**src/hdl/bp_pkg.sv**
```systemverilog
package bp_pkg;

    // instruction address width
    localparam int xlen = 32;

    // word address width of stored targets
    localparam int word_bits = xlen - 2;

    // widest tag the entry can hold
    localparam int max_tag_bits = 24;

    localparam logic [xlen-1:0] reset_pc = '0;

    // 2-bit saturating counter where 2 and 3 predict taken
    typedef logic [1:0] bht_ctr_t;

    localparam bht_ctr_t ctr_weak_taken     = 2'd2;
    localparam bht_ctr_t ctr_weak_not_taken = 2'd1;

    typedef struct packed {
        logic                    valid;
        logic [max_tag_bits-1:0] tag;
        logic [word_bits-1:0]    target;
        bht_ctr_t                ctr;
    } btb_entry_t;

    // one resolved branch from execute
    typedef struct packed {
        logic [xlen-1:0] pc;
        logic [xlen-1:0] target;
        logic            taken;
    } br_resolve_t;

    // write request from the resolver into the table
    typedef struct packed {
        logic [xlen-1:0] pc;
        logic [xlen-1:0] target;
        logic            taken;
    } bp_update_t;

    function automatic logic ctr_taken(bht_ctr_t ctr);
        return ctr[1];
    endfunction

    // saturates at 0 and 3
    function automatic bht_ctr_t ctr_train(bht_ctr_t ctr, logic taken);
        bht_ctr_t nxt;
        nxt = ctr;
        if (taken && ctr != 2'd3) begin
            nxt = ctr + 2'd1;
        end else if (!taken && ctr != 2'd0) begin
            nxt = ctr - 2'd1;
        end
        return nxt;
    endfunction

endpackage

```
**src/hdl/btb_bht.sv**
```systemverilog
`timescale 1ns/100ps

module btb_bht import bp_pkg::*; #(
    parameter int LOG_SIZE = 5,
    parameter int TAG_BITS = 13
) (
    input  logic            clk_in,
    input  logic            rst_in,

    // fetch side lookup
    input  logic [xlen-1:0] rd_a_pc,
    output logic            rd_a_hit,
    output logic            rd_a_taken,
    output logic [xlen-1:0] rd_a_target,

    // resolver side lookup
    input  logic [xlen-1:0] rd_b_pc,
    output logic            rd_b_taken,
    output logic [xlen-1:0] rd_b_target,

    input  logic            upd_valid,
    input  bp_update_t      upd
);

    localparam int entries = 1 << LOG_SIZE;

    btb_entry_t              table_q [entries];

    btb_entry_t              ent_a;
    btb_entry_t              ent_b;
    logic                    hit_a;
    logic                    hit_b;

    logic [LOG_SIZE-1:0]     upd_idx;
    btb_entry_t              upd_old;
    btb_entry_t              upd_entry;

    // word index since pc[1:0] is always zero
    function automatic logic [LOG_SIZE-1:0] pc_index(logic [xlen-1:0] pc);
        return pc[2 +: LOG_SIZE];
    endfunction

    // tag bits above the index zero extended to the stored width
    function automatic logic [max_tag_bits-1:0] pc_tag(logic [xlen-1:0] pc);
        logic [max_tag_bits-1:0] t;
        t = '0;
        t[TAG_BITS-1:0] = pc[2 + LOG_SIZE +: TAG_BITS];
        return t;
    endfunction

    function automatic logic tag_hit(btb_entry_t e, logic [xlen-1:0] pc);
        return e.valid && (e.tag == pc_tag(pc));
    endfunction

    // port A
    assign ent_a       = table_q[pc_index(rd_a_pc)];
    assign hit_a       = tag_hit(ent_a, rd_a_pc);
    assign rd_a_hit    = hit_a;
    assign rd_a_taken  = hit_a && ctr_taken(ent_a.ctr);
    assign rd_a_target = {ent_a.target, 2'b00};

    // port B applies the same test to the resolving pc
    assign ent_b       = table_q[pc_index(rd_b_pc)];
    assign hit_b       = tag_hit(ent_b, rd_b_pc);
    assign rd_b_taken  = hit_b && ctr_taken(ent_b.ctr);
    assign rd_b_target = {ent_b.target, 2'b00};

    // allocate on miss and train on hit
    assign upd_idx = pc_index(upd.pc);
    assign upd_old = table_q[upd_idx];

    always_comb begin
        upd_entry.valid  = 1'b1;
        upd_entry.tag    = pc_tag(upd.pc);
        upd_entry.target = upd.target[xlen-1:2];
        if (tag_hit(upd_old, upd.pc)) begin
            upd_entry.ctr = ctr_train(upd_old.ctr, upd.taken);
        end else if (upd.taken) begin
            upd_entry.ctr = ctr_weak_taken;
        end else begin
            upd_entry.ctr = ctr_weak_not_taken;
        end
    end

    // reset invalidates every entry
    always_ff @(posedge clk_in) begin
        if (!rst_in) begin
            for (int i = 0; i < entries; i++) begin
                table_q[i].valid <= 1'b0;
            end
        end else if (upd_valid) begin
            table_q[upd_idx] <= upd_entry;
        end
    end

    // one write per handshake, so never back to back
    a_upd_single: assert property (
        @(posedge clk_in) disable iff (!rst_in)
        upd_valid |=> !upd_valid
    );

endmodule

```
**src/hdl/branch_resolve.sv**
```systemverilog
`timescale 1ns/100ps

module branch_resolve import bp_pkg::*; (
    input  logic            clk_in,
    input  logic            rst_in,

    // four-phase channel from execute
    input  logic            res_req,
    input  br_resolve_t     res,
    output logic            res_ack,

    // lookup of what fetch predicted for res.pc
    output logic [xlen-1:0] pred_pc,
    input  logic            pred_taken,
    input  logic [xlen-1:0] pred_target,

    output logic            upd_valid,
    output bp_update_t      upd,

    output logic            redirect_valid,
    output logic [xlen-1:0] redirect_pc
);

    logic            sample;
    logic [xlen-1:0] seq_pc;
    logic [xlen-1:0] predicted_next;
    logic [xlen-1:0] actual_next;
    logic            mispredict;

    // first edge with req high and ack low takes the request
    assign sample = res_req && !res_ack;

    assign pred_pc = res.pc;
    assign seq_pc  = res.pc + xlen'(4);

    assign predicted_next = pred_taken ? pred_target : seq_pc;
    assign actual_next    = res.taken ? res.target : seq_pc;
    assign mispredict     = predicted_next != actual_next;

    assign upd_valid  = sample;
    assign upd.pc     = res.pc;
    assign upd.target = res.target;
    assign upd.taken  = res.taken;

    // redirect lands in fetch on the sampling edge
    assign redirect_valid = sample && mispredict;
    assign redirect_pc    = actual_next;

    // ack rises with the sample and falls one edge after req drops
    always_ff @(posedge clk_in) begin
        if (!rst_in) begin
            res_ack <= 1'b0;
        end else if (sample) begin
            res_ack <= 1'b1;
        end else if (!res_req && res_ack) begin
            res_ack <= 1'b0;
        end
    end

    // payload held for the whole req phase
    a_res_stable: assert property (
        @(posedge clk_in) disable iff (!rst_in)
        (res_req && $past(res_req)) |-> $stable(res)
    );

    // execute must wait for ack to fall
    a_req_after_ack: assert property (
        @(posedge clk_in) disable iff (!rst_in)
        $rose(res_req) |-> !res_ack
    );

endmodule

```
**src/hdl/fetch_pc_gen.sv**
```systemverilog
`timescale 1ns/100ps

module fetch_pc_gen import bp_pkg::*; (
    input  logic            clk_in,
    input  logic            rst_in,
    input  logic            rdy_in,

    // mispredict from the resolver
    input  logic            redirect_valid,
    input  logic [xlen-1:0] redirect_pc,

    // prediction for the current fetch pc
    output logic [xlen-1:0] lookup_pc,
    input  logic            pred_taken,
    input  logic [xlen-1:0] pred_target,

    output logic [xlen-1:0] fetch_pc,
    output logic            fetch_pred_taken,
    output logic            flush
);

    logic [xlen-1:0] next_pc;

    assign lookup_pc = fetch_pc;

    // predicted target or fall through
    assign next_pc = pred_taken ? pred_target : fetch_pc + xlen'(4);

    // redirect wins over a stall
    always_ff @(posedge clk_in) begin
        if (!rst_in) begin
            fetch_pc         <= reset_pc;
            fetch_pred_taken <= 1'b0;
            flush            <= 1'b0;
        end else if (redirect_valid) begin
            fetch_pc         <= redirect_pc;
            fetch_pred_taken <= 1'b0;
            flush            <= 1'b1;
        end else if (rdy_in) begin
            fetch_pc         <= next_pc;
            fetch_pred_taken <= pred_taken;
            flush            <= 1'b0;
        end else begin
            flush            <= 1'b0;
        end
    end

    // targets from table and execute must stay word aligned
    a_pc_aligned: assert property (
        @(posedge clk_in) disable iff (!rst_in)
        fetch_pc[1:0] == 2'b00
    );

endmodule

```
**src/hdl/branch_predict_top.sv**
```systemverilog
`timescale 1ns/100ps

module branch_predict_top import bp_pkg::*; #(
    parameter int LOG_SIZE = 5,
    parameter int TAG_BITS = 13
) (
    input  logic            clk_in,
    input  logic            rst_in,
    input  logic            rdy_in,

    output logic [xlen-1:0] fetch_pc,
    output logic            fetch_pred_taken,
    output logic            flush,

    input  logic            res_req,
    input  br_resolve_t     res,
    output logic            res_ack
);

    logic [xlen-1:0] lookup_pc;
    logic            lookup_taken;
    logic [xlen-1:0] lookup_target;

    logic [xlen-1:0] pred_pc;
    logic            pred_taken;
    logic [xlen-1:0] pred_target;

    logic            upd_valid;
    bp_update_t      upd;

    logic            redirect_valid;
    logic [xlen-1:0] redirect_pc;

    btb_bht #(
        .LOG_SIZE (LOG_SIZE),
        .TAG_BITS (TAG_BITS)
    ) u_btb_bht (
        .clk_in      (clk_in),
        .rst_in      (rst_in),
        .rd_a_pc     (lookup_pc),
        // fetch only needs the taken decision
        .rd_a_hit    (),
        .rd_a_taken  (lookup_taken),
        .rd_a_target (lookup_target),
        .rd_b_pc     (pred_pc),
        .rd_b_taken  (pred_taken),
        .rd_b_target (pred_target),
        .upd_valid   (upd_valid),
        .upd         (upd)
    );

    branch_resolve u_branch_resolve (
        .clk_in         (clk_in),
        .rst_in         (rst_in),
        .res_req        (res_req),
        .res            (res),
        .res_ack        (res_ack),
        .pred_pc        (pred_pc),
        .pred_taken     (pred_taken),
        .pred_target    (pred_target),
        .upd_valid      (upd_valid),
        .upd            (upd),
        .redirect_valid (redirect_valid),
        .redirect_pc    (redirect_pc)
    );

    fetch_pc_gen u_fetch_pc_gen (
        .clk_in           (clk_in),
        .rst_in           (rst_in),
        .rdy_in           (rdy_in),
        .redirect_valid   (redirect_valid),
        .redirect_pc      (redirect_pc),
        .lookup_pc        (lookup_pc),
        .pred_taken       (lookup_taken),
        .pred_target      (lookup_target),
        .fetch_pc         (fetch_pc),
        .fetch_pred_taken (fetch_pred_taken),
        .flush            (flush)
    );

endmodule

```
**config.mk**
```make
export PLATFORM = sky130hd
export DESIGN_NAME = branch_predict_top
export DESIGN_NICKNAME = d
export VERILOG_FILES = /design/src/hdl/bp_pkg.sv /design/src/hdl/btb_bht.sv /design/src/hdl/branch_resolve.sv /design/src/hdl/fetch_pc_gen.sv /design/src/hdl/branch_predict_top.sv
export SDC_FILE = /design/constraint.sdc
export NUM_CORES = 2
export LEC_CHECK = 0
export BUFFER_PORTS_ARGS = -buffer_cell sky130_fd_sc_hd__buf_2
export CORE_ASPECT_RATIO = 1.1
export CORE_MARGIN = 3
export CORE_UTILIZATION = 55
export CTS_CLUSTER_DIAMETER = 40
export DETAILED_ROUTE_END_ITERATION = 10
export PLACE_DENSITY = 0.7
export SETUP_SLACK_MARGIN = 0.4
export SLEW_MARGIN = 0
export SYNTH_ARGS = -nofsm -noshare
export SYNTH_HDL_FRONTEND = slang
export SYNTH_SLANG_ARGS = --single-unit
```
**constraint.sdc**
```tcl
create_clock -name clk_in -period 6.15 [get_ports clk_in]
set_clock_uncertainty 0.15 [all_clocks]
set_input_delay 0.3075 -clock clk_in [delete_from_list [all_inputs] [get_ports clk_in]]
set_output_delay 0.3075 -clock clk_in [all_outputs]
set_load 0.1 [all_outputs]
```
==> reports/metrics.json <==
{
  "result_of_the_run": "completed",
  "max_cap_viols": 0,
  "tritoncts": "yes",
  "grt_start_max_net_pins": 130,
  "final_nets": 4530,
  "dpl.hpwl_microns": 149000,
  "cts_made_buffers": 186,
  "routed_wire_length_per_instance_microns": 39.2,
  "min-delay-path-class": "input pin to register",
  "timing_worst_slew_pin_value_ps": 1450,
  "finish.instance_area_sq_mm": 0.0825,
  "worst-endpoint-required_ps": 6740,
  "postSynthRegisterBits": 1512,
  "final-max-slew-violation-count": 0,
  "critPathLaunchType": "register",
  "power_frac_seq_pct": 44.3,
  "crit_end": "u_fetch_pc_gen.fetch_pc[23]",
  "clk-insertion-delay-late_ps": 830,
  "slew_headroom_pct": 3.13,
  "die_h_microns": 386,
  "vdd_ir_drop_max_mv": 0.291,
  "async_flop_share_pct": 0,
  "gp_congestion": 0.978,
  "tritoncts_num_sinks": 1512,
  "worst_r2r_endpoint": "u_fetch_pc_gen.fetch_pc[23]",
  "dpl-instance-area_sq_mm": 0.0755,
  "cts-htree-levels": 4,
  "synthToLayoutAreaGrowth_pct": 14.1,
  "dr_total_vias": 47200,
  "clock_path_buffers": 3,
  "rsz0062_at_grt": "false",
  "final_min_period_over_clock_period_pct": 80.8,
  "total_wire_length_after_detailed_routing_microns": 247000,
  "ys_dominant_reg_cell": "edfxtp_1",
  "combPwrFrac_pct": 11.8,
  "worst-path-max-fanout": 70,
  "power.leakage_nw": 27.4,
  "hold_violations": 0,
  "floorplan.initialDensity_pct": 55.8,
  "numPortBuffers": 103,
  "rows": 138,
  "antenna_left": 0,
  "grt_antenna_before_repair": 12,
  "timing.final.setup_violations": 0,
  "syn_area_per_cell_sq_um": 17.1,
  "synth.cell_area_sq_mm": 0.0723,
  "crit_arrival_ps": 5560,
  "layout-drive-gt1-share_pct": 26.6,
  "pin_count": 104,
  "fill_cells": 9121,
  "yosysWarnings": 0,
  "power.internal_mw": 19.4,
  "die_w_microns": 352,
  "yosysSeqAreaShare_pct": 61.8,
  "syn-instance-count": 4220,
  "core_region_area_sq_mm": 0.129,
  "finish.utilization_pct": 63.7,
  "grt_pass1_vias": 46100,
  "path_clk_slew_ps": 60,
  "grt_remaining_overflow": 0,
  "endpoint_kind": "register",
  "power.clock.fraction_pct": 43.9,
  "power_switching_mw": 6.52,
  "pwr_density_cell_mw_per_mm2": 314,
  "count_of_cells_along_the_worst_register_to_register_path": 12,
  "drtIter0Drc": 8003,
  "synth.distinct_cells": 86,
  "edff_count_synth": 1440,
  "route.detailed.vias_per_inst": 7.49,
  "die-area_sq_mm": 0.136,
  "drcViolationCount": 0,
  "tns_ps": 0,
  "cts_root_buffer": "clkbuf_16",
  "track_usage_pct": 36.5,
  "postSynthNetCount": 4297,
  "timing_worst_setup_path_type": "register to register",
  "power_switching_share_pct": 25.2,
  "rrSetupSlack_ps": 1180,
  "cts.repair_timing.setup_buffer_count": 0,
  "clock_period_minus_final_worst_setup_slack_ps": 4970,
  "grt_pass1_wl_microns": 345000,
  "drt_pass1_iterations": 6,
  "fmax_mhz": 201
}
layout by cell type (no fill, tap or decap), types with 13 or more instances in the layout:
| master | count |
|---|---|
| dfxtp_1 | 68 |
| a22oi_1 | 147 |
| xnor2_1 | 62 |
| mux2i_1 | 628 |
| clkinv_2 | 21 |
| edfxtp_1 | 1440 |
| bufinv_16 | 25 |
| nand4_1 | 44 |
| o21ai_0 | 58 |
| nand2_1 | 130 |
| xor2_1 | 27 |
| clkinv_1 | 23 |
| a21o_1 | 35 |
| buf_2 | 101 |
| a21oi_1 | 28 |
| o22ai_1 | 165 |
| clkinv_4 | 18 |
| a211oi_1 | 15 |
| clkbuf_16 | 188 |
| inv_1 | 27 |
| or2_2 | 16 |
| a221oi_1 | 28 |
| clkbuf_1 | 24 |
| buf_12 | 21 |
| nor3_1 | 26 |
| nor4_1 | 47 |
| dlygate4sd3_1 | 52 |
| mux4_2 | 506 |
| buf_4 | 182 |
| mux2_2 | 26 |
| nor2_4 | 32 |
| nand2b_1 | 13 |
| nand3_1 | 43 |
| and3_1 | 14 |
| inv_6 | 17 |
| nor2_1 | 56 |
worst min path at each step:
stage                                        to  depth (start not counted)                       from
finish              u_fetch_pc_gen.fetch_pc[29]                          5                    res[62]
global route        u_fetch_pc_gen.fetch_pc[29]                          5                    res[62]
CTS                                    register                          5                     res[0]
detailed placement    u_btb_bht.table_q[30][45]                          1  u_btb_bht.table_q[30][45]
global placement      u_btb_bht.table_q[30][45]                          1  u_btb_bht.table_q[30][45]
floorplan              u_btb_bht.table_q[0][10]                          0                    res[11]
power groups by stage:
stage                     Clock [mW]  Combinational (mW)  Sequential (mW)
final                           11.4                3.05             11.5
after floorplan                    0                1.83             11.7
after CTS                       11.4                3.00             11.4
after detailed placement           0                2.96             11.7
after global placement             0                2.94             11.7
after global routing            11.9                3.15             11.4
area by class of cell:
type | count | area [sq um] | area share, %
flip-flops and latches | 1512 | 44700 | 54.2
multi-input cells | 2366 | 26300 | 31.8
clock buffers | 217 | 4860 | 5.90
repair buffers | 358 | 2840 | 3.45
well taps | 1680 | 2100 | 2.55
clock inverters | 131 | 1610 | 1.95
inverters | 29 | 114 | 0.138
diodes | 8 | 20.0 | 0.0243
sequential cells by signal (all words and copies together) (netlist names), named ones only:
name,cells
u_btb_bht.table_q,1472
u_fetch_pc_gen.fetch_pc,32
u_branch_resolve.res_ack,1
u_fetch_pc_gen.fetch_pred_taken,1
u_fetch_pc_gen.flush,1
synth_stat cells, types with 48 or more instances:
cell type,number,area (sq um)
mux2i_1,628,6290
o21ai_0,60,300
buf_2,85,425
dfxtp_1,72,1440
mux4_2,506,11400
a22oi_1,147,1100
xnor2_1,62,543
nor2_1,88,330
edfxtp_1,1440,43200
nand2_1,130,488
o22ai_1,165,1030
buf_4,58,435
clkbuf_1,136,510
nor4_1,48,300
layer usage:
layer	GRT usage (%)	share of wire (%)
met3	10.2	13
met1	48.5	35
met5	0	0.013
met4	20.1	6.6
met2	54.9	45
timing repair:
item / CTS / global route
hold endpoints to repair: 1356 / 0
hold buffers: 52 / 0
resized for setup: 0 / 0
through the flow:
step,cells,worst slack (ps),total power [mW],hold WS (ps)
2_1_floorplan,4220,1060,13.6,256
3_3_place_gp,5893,723,14.6,304
3_5_place_dp,5893,576,14.6,311
4_1_cts,6293,1300,25.9,1.99
5_1_grt,6295,1030,26.5,70.8
6_report,6301,1180,25.9,52.0
critical path: stages (launching register included):
cell       delay, ps
dfxtp_4          660
buf_12           310
buf_4            260
mux4_2           530
mux2i_1          220
o2111ai_1        400
xnor2_1          260
nor3_1           240
and4_4           740
buf_4            310
o21ai_0          110
a221o_1          430
mux2i_1          150
logic make-up (layout without fill, tap and decap cells):
family	after synthesis	count (layout)	share of synthesized area, %
multiplexers	1164	1164	24.9
flip-flops	1512	1512	61.8
adder cells (fa/ha/maj)	8	8	0.138
XOR/XNOR	89	89	1.08
AND/OR/NAND/NOR	520	520	3.96
buffers and inverters	342	735	2.39
AO/OA/AOI/OAI	585	585	5.70
other	0	8	0
Note: power is estimated with default switching activity, not from simulation.
